==> src/spc700Pkg.sv <==
package spc700Pkg;

    // Secondary opcode seen by the arithmetic block.
    typedef enum logic [3:0] {
        OP_INIT = 4'b0000, // Operand load.
        OP_MUL  = 4'b1110, // One shift-add step.
        OP_DIV  = 4'b1111  // One compare-subtract step.
    } secOpE;

    // Requested instruction, MUL YA or DIV YA,X.
    typedef enum logic {
        MD_MUL = 1'b0,
        MD_DIV = 1'b1
    } mulDivOpE;

    // Control word for the arithmetic block.
    typedef struct packed {
        secOpE secOp;
    } SpcALUCtrl_r;

    // Status bits touched by MUL and DIV.
    typedef struct packed {
        logic n;
        logic v;
        logic h;
        logic z;
    } spcFlags_t;

    // Register select codes for external loads.
    localparam logic [1:0] REG_SEL_A = 2'd0;
    localparam logic [1:0] REG_SEL_X = 2'd1;
    localparam logic [1:0] REG_SEL_Y = 2'd2;

    // External register write.
    typedef struct packed {
        logic       en;
        logic [1:0] sel;  // One of the REG_SEL codes.
        logic [7:0] data;
    } regLoad_t;

    // Arithmetic step counts, fixed by the instruction set.
    localparam int MUL_STEPS = 8;
    localparam int DIV_STEPS = 9;

endpackage

==> src/MulDiv.sv <==
`timescale 1ns/100ps

module MulDiv
    import spc700Pkg::*;
#(
    parameter int DATA_W = 8,
    parameter int RES_W  = 16
) (
    input  logic              CLK,
    input  logic              RST_N,
    input  logic              EN,
    input  SpcALUCtrl_r       CTRL,
    input  logic [DATA_W-1:0] A,
    input  logic [DATA_W-1:0] X,
    input  logic [DATA_W-1:0] Y,
    output logic [RES_W-1:0]  RES,
    output logic              ZO,
    output logic              VO,
    output logic              HO,
    output logic              SO
);

    logic [RES_W-1:0]  mulRes;    // Partial product.
    logic [RES_W-1:0]  mulA;      // Shifted multiplicand.
    logic [DATA_W-1:0] mulY;      // Multiplier, consumed LSB first.
    logic [RES_W-1:0]  divt;      // Shifted divisor.
    logic [RES_W-1:0]  remainder;
    logic [DATA_W-1:0] quotient;  // Quotient bits so far, low 8 only.

    logic [RES_W-1:0]  mulSum;
    logic              divGe;
    logic [RES_W-1:0]  remNext;
    logic [DATA_W:0]   quoNext;   // 9 quotient bits.

    // Next step values, also the visible result of the current step.
    always_comb begin
        mulSum  = mulY[0] ? (mulRes + mulA) : mulRes;
        divGe   = (remainder >= divt);
        remNext = divGe ? (remainder - divt) : remainder;
        quoNext = {quotient, divGe};
    end

    always_ff @(posedge CLK) begin
        if (!RST_N) begin
            mulRes    <= '0;
            mulA      <= '0;
            mulY      <= '0;
            divt      <= '0;
            remainder <= '0;
            quotient  <= '0;
        end else if (EN) begin
            case (CTRL.secOp)
                OP_MUL: begin
                    mulRes <= mulSum;
                    mulA   <= {mulA[RES_W-2:0], 1'b0};
                    mulY   <= {1'b0, mulY[DATA_W-1:1]};
                end
                OP_DIV: begin
                    remainder <= remNext;
                    quotient  <= quoNext[DATA_W-1:0];
                    divt      <= {1'b0, divt[RES_W-1:1]};
                end
                default: begin
                    mulRes    <= '0;
                    mulA      <= {{(RES_W-DATA_W){1'b0}}, A};
                    mulY      <= Y;
                    divt      <= {X, {DATA_W{1'b0}}}; // Divisor aligned to the high byte.
                    remainder <= {Y, A};
                    quotient  <= '0;
                end
            endcase
        end
    end

    always_comb begin
        RES = '0;
        ZO  = 1'b0;
        VO  = 1'b0;
        SO  = 1'b0;
        case (CTRL.secOp)
            OP_MUL: begin
                RES = mulSum;
                ZO  = (mulSum[RES_W-1:DATA_W] == '0); // Z from Y only.
                SO  = mulSum[RES_W-1];
            end
            OP_DIV: begin
                RES = {remNext[DATA_W-1:0], quoNext[DATA_W-1:0]}; // Remainder in Y, quotient in A.
                ZO  = (quoNext[DATA_W-1:0] == '0);
                VO  = quoNext[DATA_W];
                SO  = quoNext[DATA_W-1];
            end
            default: ;
        endcase
    end

    // Half-carry test on the original operands; Y is untouched until writeback.
    assign HO = (Y[3:0] >= X[3:0]);

endmodule

==> src/MulDivSeq.sv <==
`timescale 1ns/100ps

module MulDivSeq
    import spc700Pkg::*;
(
    input  logic        CLK,
    input  logic        RST_N,
    input  logic        start,
    input  mulDivOpE    op,
    output logic        EN,
    output SpcALUCtrl_r CTRL,
    output logic        wbEn,
    output logic        busy,
    output logic        done
);

    typedef enum logic [1:0] {
        IDLE,
        INIT,
        STEP,
        DONE
    } seqStateE;

    seqStateE   state;
    mulDivOpE   opQ;      // Instruction latched at start.
    logic [3:0] stepCnt;
    logic [3:0] lastCnt;
    logic       lastStep;

    assign lastCnt  = (opQ == MD_DIV) ? 4'(DIV_STEPS - 1) : 4'(MUL_STEPS - 1);
    assign lastStep = (stepCnt == lastCnt);

    always_ff @(posedge CLK) begin
        if (!RST_N) begin
            state   <= IDLE;
            opQ     <= MD_MUL;
            stepCnt <= '0;
        end else begin
            case (state)
                IDLE, DONE: begin
                    if (start) begin
                        state <= INIT;
                        opQ   <= op;
                    end else begin
                        state <= IDLE;
                    end
                end
                INIT: begin
                    state   <= STEP;
                    stepCnt <= '0;
                end
                STEP: begin
                    stepCnt <= stepCnt + 4'd1;
                    if (lastStep) begin
                        state <= DONE; // Writeback happens on this edge.
                    end
                end
                default: begin
                    state <= IDLE;
                end
            endcase
        end
    end

    always_comb begin
        CTRL.secOp = OP_INIT;
        if (state == STEP) begin
            CTRL.secOp = (opQ == MD_DIV) ? OP_DIV : OP_MUL;
        end
    end

    assign EN   = (state == INIT) || (state == STEP);
    assign wbEn = (state == STEP) && lastStep;
    assign busy = EN;
    assign done = (state == DONE); // One cycle, straight from the state register.

endmodule

==> src/SpcRegFile.sv <==
`timescale 1ns/100ps

module SpcRegFile
    import spc700Pkg::*;
#(
    parameter int DATA_W = 8,
    parameter int RES_W  = 16
) (
    input  logic              CLK,
    input  logic              RST_N,
    input  regLoad_t          load,
    input  logic              busy,
    input  logic              wbEn,
    input  logic              isDiv,
    input  logic [RES_W-1:0]  res,
    input  logic              zIn,
    input  logic              vIn,
    input  logic              hIn,
    input  logic              nIn,
    output logic [DATA_W-1:0] regA,
    output logic [DATA_W-1:0] regX,
    output logic [DATA_W-1:0] regY,
    output spcFlags_t         flags
);

    logic loadOk;

    assign loadOk = load.en && !busy; // Loads are dropped during an operation.

    always_ff @(posedge CLK) begin
        if (!RST_N) begin
            regA  <= '0;
            regX  <= '0;
            regY  <= '0;
            flags <= '0;
        end else if (wbEn) begin
            regA    <= res[DATA_W-1:0];
            regY    <= res[RES_W-1:DATA_W];
            flags.n <= nIn;
            flags.z <= zIn;
            // MUL clears V and leaves H alone.
            flags.v <= isDiv ? vIn : 1'b0;
            flags.h <= isDiv ? hIn : flags.h;
        end else if (loadOk) begin
            case (load.sel)
                REG_SEL_A: regA <= load.data;
                REG_SEL_X: regX <= load.data;
                REG_SEL_Y: regY <= load.data;
                default: ; // Unused select code.
            endcase
        end
    end

endmodule

==> src/SpcMulDivTop.sv <==
`timescale 1ns/100ps

module SpcMulDivTop
    import spc700Pkg::*;
#(
    parameter int DATA_W = 8,
    parameter int RES_W  = 16
) (
    input  logic              CLK,
    input  logic              RST_N,
    input  logic              start,
    input  mulDivOpE          op,
    input  regLoad_t          load,
    output logic              busy,
    output logic              done,
    output logic [DATA_W-1:0] regA,
    output logic [DATA_W-1:0] regX,
    output logic [DATA_W-1:0] regY,
    output spcFlags_t         flags
);

    logic             aluEn;
    SpcALUCtrl_r      aluCtrl;
    logic             wbEn;
    logic [RES_W-1:0] aluRes;
    logic             aluZ;
    logic             aluV;
    logic             aluH;
    logic             aluN;
    logic             isDiv;

    assign isDiv = (aluCtrl.secOp == OP_DIV); // Valid during the writeback step.

    MulDivSeq u_seq (
        .CLK   (CLK),
        .RST_N (RST_N),
        .start (start),
        .op    (op),
        .EN    (aluEn),
        .CTRL  (aluCtrl),
        .wbEn  (wbEn),
        .busy  (busy),
        .done  (done)
    );

    MulDiv #(
        .DATA_W (DATA_W),
        .RES_W  (RES_W)
    ) u_mulDiv (
        .CLK   (CLK),
        .RST_N (RST_N),
        .EN    (aluEn),
        .CTRL  (aluCtrl),
        .A     (regA),
        .X     (regX),
        .Y     (regY),
        .RES   (aluRes),
        .ZO    (aluZ),
        .VO    (aluV),
        .HO    (aluH),
        .SO    (aluN)
    );

    SpcRegFile #(
        .DATA_W (DATA_W),
        .RES_W  (RES_W)
    ) u_regFile (
        .CLK   (CLK),
        .RST_N (RST_N),
        .load  (load),
        .busy  (busy),
        .wbEn  (wbEn),
        .isDiv (isDiv),
        .res   (aluRes),
        .zIn   (aluZ),
        .vIn   (aluV),
        .hIn   (aluH),
        .nIn   (aluN),
        .regA  (regA),
        .regX  (regX),
        .regY  (regY),
        .flags (flags)
    );

endmodule

==> config.mk <==
export PLATFORM = sky130hd
export DESIGN_NAME = SpcMulDivTop
export DESIGN_NICKNAME = d
export VERILOG_FILES = /design/src/spc700Pkg.sv /design/src/MulDiv.sv /design/src/MulDivSeq.sv /design/src/SpcRegFile.sv /design/src/SpcMulDivTop.sv
export SDC_FILE = /design/constraint.sdc
export NUM_CORES = 1
export LEC_CHECK = 0
export BUFFER_PORTS_ARGS = -buffer_cell sky130_fd_sc_hd__buf_2
export CELL_PAD_IN_SITES_DETAIL_PLACEMENT = 1
export CELL_PAD_IN_SITES_GLOBAL_PLACEMENT = 1
export CORE_UTILIZATION = 45
export CTS_BUF_LIST = sky130_fd_sc_hd__clkbuf_8
export DETAILED_ROUTE_END_ITERATION = 16
export HOLD_SLACK_MARGIN = 0.05
export PLACE_DENSITY = 0.8
export REMOVE_ABC_BUFFERS = 1
export SLEW_MARGIN = 20
export SYNTH_ARGS = -nofsm -noshare
export SYNTH_HDL_FRONTEND = slang
export SYNTH_SLANG_ARGS = --single-unit
export TNS_END_PERCENT = 10
==> constraint.sdc <==
create_clock -name CLK -period 7.5 [get_ports CLK]
set_input_delay 0.75 -clock CLK [delete_from_list [all_inputs] [get_ports CLK]]
set_output_delay 0.75 -clock CLK [all_outputs]
set_load 0.005 [all_outputs]
==> summary.txt <==
Outcome
  – Status: finished, final reports clean

Placement
  – Final GP Congestion: roughly 0.89
  – Inst Count DP: 1023
  – Port bufs: between 40 and 50
  – Dpl hpwl: approximately 16000 um
  – Post-Place Worst Slack: around 3.6 ns

Timing
  – Final period util: between 50% and 60%
  – Worst Slack Setup Final: 3.527 ns
  – Clock Skew: about 0.012 ns
  – Unrepaired setup endpoints after global routing: no
  – Slew headroom: between 20 and 30%
  – Worst hold slack: between 0.4 and 0.5 ns
  – Peak Freq: around 250 MHz
  – Fin crit period: about 4.0 ns
  – Fin. Hold Viols: 0
  – Worst Max-Slew Pin Slew: between 1 and 1.5 ns
  – Endpoints failing setup: 0
  – Setup TNS: 0 ns
  – Fin. max-slew vios: 0

Floorplan
  – Core box area: around 15000 um2
  – Starting Density: between 40% and 50%
  – Die Area: between 15000 and 20000 um2
  – I/O pins: 45
  – Die Span X: approximately 120 um
  – Num rows: 44
  – Die H: ~120 um

Clocking
  – Hold_buf cts: 0
  – Post-cts sizing count: 0
  – H-tree levels: 4
  – CTS tree: yes
  – Clk_lat worst skew: between 0.4 and 0.5 ns
  – Worst-path clk slew: 0.07 ns
  – # clock sinks: approximately 120
  – Clock buffer depth: 2
  – CTS root buffer: clkbuf_8
  – Post-CTS setup buffer count: 0
  – CTS Buf Count: 17

Power and ir drop
  – Pwr Density: between 300 and 400 nW/um2
  – Worst vdd ir: around 0.00016 V
  – Leak: roughly 3 nW

Routing
  – Initial drt markers: about 430
  – WL per Instance: around 21 um
  – Post-route ant nets: 0
  – DR pass1 iterations: 5
  – Total routed wirelength: approximately 22000 um
  – DRC: 0
  – Post-DR vias/cell: just over 6
  – DR vias: roughly 6500

Cells and area
  – Fill cells: between 1500 and 2000
  – Layout Nets: 913
  – Post-Layout Cell Count: 1054
  – Share of cells above drive strength 1: 10.46%
  – Syn-to-layout area delta: 9.442%
  – Diodes inserted: 0

Worst setup path
  – CP Launch Type: register
  – Crit path capture type: register
  – Critical-path maximum fanout: 27
  – CP required: roughly 8 ns
  – Crit path DAT: 4.33 ns
  – Kind of critical path: reg2reg

Yosys
  – Mapped Area: just under 7000 um2
  – Library cells used by synthesis: between 60 and 70
  – Top cell type's share of synthesized area: between 30% and 40%
  – EDFF count, synth: 0
  – Register area share after synthesis: 34.20%
  – Leading area contributor after synthesis: dfxtp_1
  – Post-synthesis async set-or-reset flop share: 0%
  – Most frequent cells after synthesis: 115 x dfxtp_1, 106 x nor2_1, 79 x nand2_1, 68 x a21oi_1, 59 x o21ai_0
  – Main flop type after synthesis: dfxtp_1
  – Synth top area cells: dfxtp_1 34%, ha_1 7.1%, nor2_1 5.9%, a21oi_1 5.1%, nand2_1 4.4%
  – Most common cell in the synthesized netlist: dfxtp_1
  – Synth Warn #: 0
  – Cell count after synthesis: between 800 and 900
  – Yosys reg bits: between 100 and 150
  – Synthesized area per cell: about 8.0 um2

Global routing
  – Vias in the first global route: approximately 6700
  – Initial antenna violation count: 0
  – Largest net degree at the start of global routing: 50
  – Remaining global-route overflow: 0
  – Total track usage: a little under 30%
  – First-pass GRT wire length: roughly 36000 um

Run
  – Max-cap violations: 0

Min path
  – Hold crit path type: reg2reg
layout by cell type, fill, tap and decap left out, types with 9 or more instances in the layout:
master and count:
a22oi_1 34, buf_2 44, nand3_1 17, inv_1 43, a21oi_1 68, a211oi_1 21, xnor2_1 16, o21ai_0 59
mux2i_1 28, clkbuf_8 19, a221oi_1 9, ha_1 38, dfxtp_1 115, nand2_1 79, a21o_1 11, nor2_1 106
nor2b_1 10, nor3_1 15
sequential cells by signal, indices dropped and copies added (netlist names), 16 cells and up:
register / count
u_mulDiv.divt: 16
u_mulDiv.mulRes: 16
u_mulDiv.mulA: 16
u_mulDiv.remainder: 16
critical path: stages, from the launching register on:
cell,delay (ns)
dfxtp_1,0.83
nand2b_1,0.82
nand2_1,0.85
nor2_1,1.02
a22oi_1,0.15
a21oi_1,0.20
worst paths after layout:
check | endpoint | startpoint | slack [ns] | cells after the start
setup / recovery | u_mulDiv.remainder[0] | u_seq.opQ | 3.53 | 5
hold / removal | u_mulDiv.mulRes[7] | u_mulDiv.mulRes[7] | 0.48 | 2
setup reg to reg | u_mulDiv.remainder[0] | u_seq.opQ | 3.53 | 5
hold reg to reg | u_mulDiv.mulRes[7] | u_mulDiv.mulRes[7] | 0.48 | 2
cell type report:
| cell class | instances | area [um2] | share of cell area [%] |
|---|---|---|---|
| Inverter | 37 | 138.9 | 1.885 |
| Multi-Input combinational cell | 637 | 4090 | 55.52 |
| Tap cell | 184 | 230.2 | 3.125 |
| Sequential cell | 115 | 2302 | 31.25 |
| Clock inverter | 12 | 78.83 | 1.070 |
| Timing Repair Buffer | 50 | 265.3 | 3.601 |
| Clock buffer | 19 | 261.5 | 3.550 |
routing by layer:
| metal | track usage (%) | part of all wire, % | wire length [um] | vias to the layer above |
|---|---|---|---|---|
| met5 | 0 | 0 | 0 | - |
| met3 | 5.155 | 4.7 | 1043 | 40 |
| met1 | 36.27 | 44 | 9733 | 3215 |
| met2 | 49.53 | 49 | 10900 | 176 |
| li1 | - | - | - | 3095 |
| met4 | 12.40 | 2.9 | 644 | 0 |
per-stage QoR:
stage	util [%]	total power [W]	area, um2
final	50.50	0.002499	7367
after global placement	48.16	0.001906	7027
after global routing	50.50	0.002656	7367
after CTS	50.50	0.002492	7367
after floorplan	-	0.001601	6525
after detailed placement	48.16	0.001970	7027
power breakdown:
group	internal [W]	switching [W]
sequential	0.000691	0.0000677
combinational	0.000404	0.000817
clock	0.000267	0.000253
total	0.00136	0.00114
logic make-up after synthesis:
family	after synthesis	share of synthesized area, %
multiplexers	32	4.833
XOR/XNOR	22	2.862
AO/OA/AOI/OAI	274	27.31
adder cells (fa/ha/maj)	40	7.658
flip-flops	115	34.20
AND/OR/NAND/NOR	269	18.01
buffers and inverters	88	5.130
(Power assumes the default switching activity.)
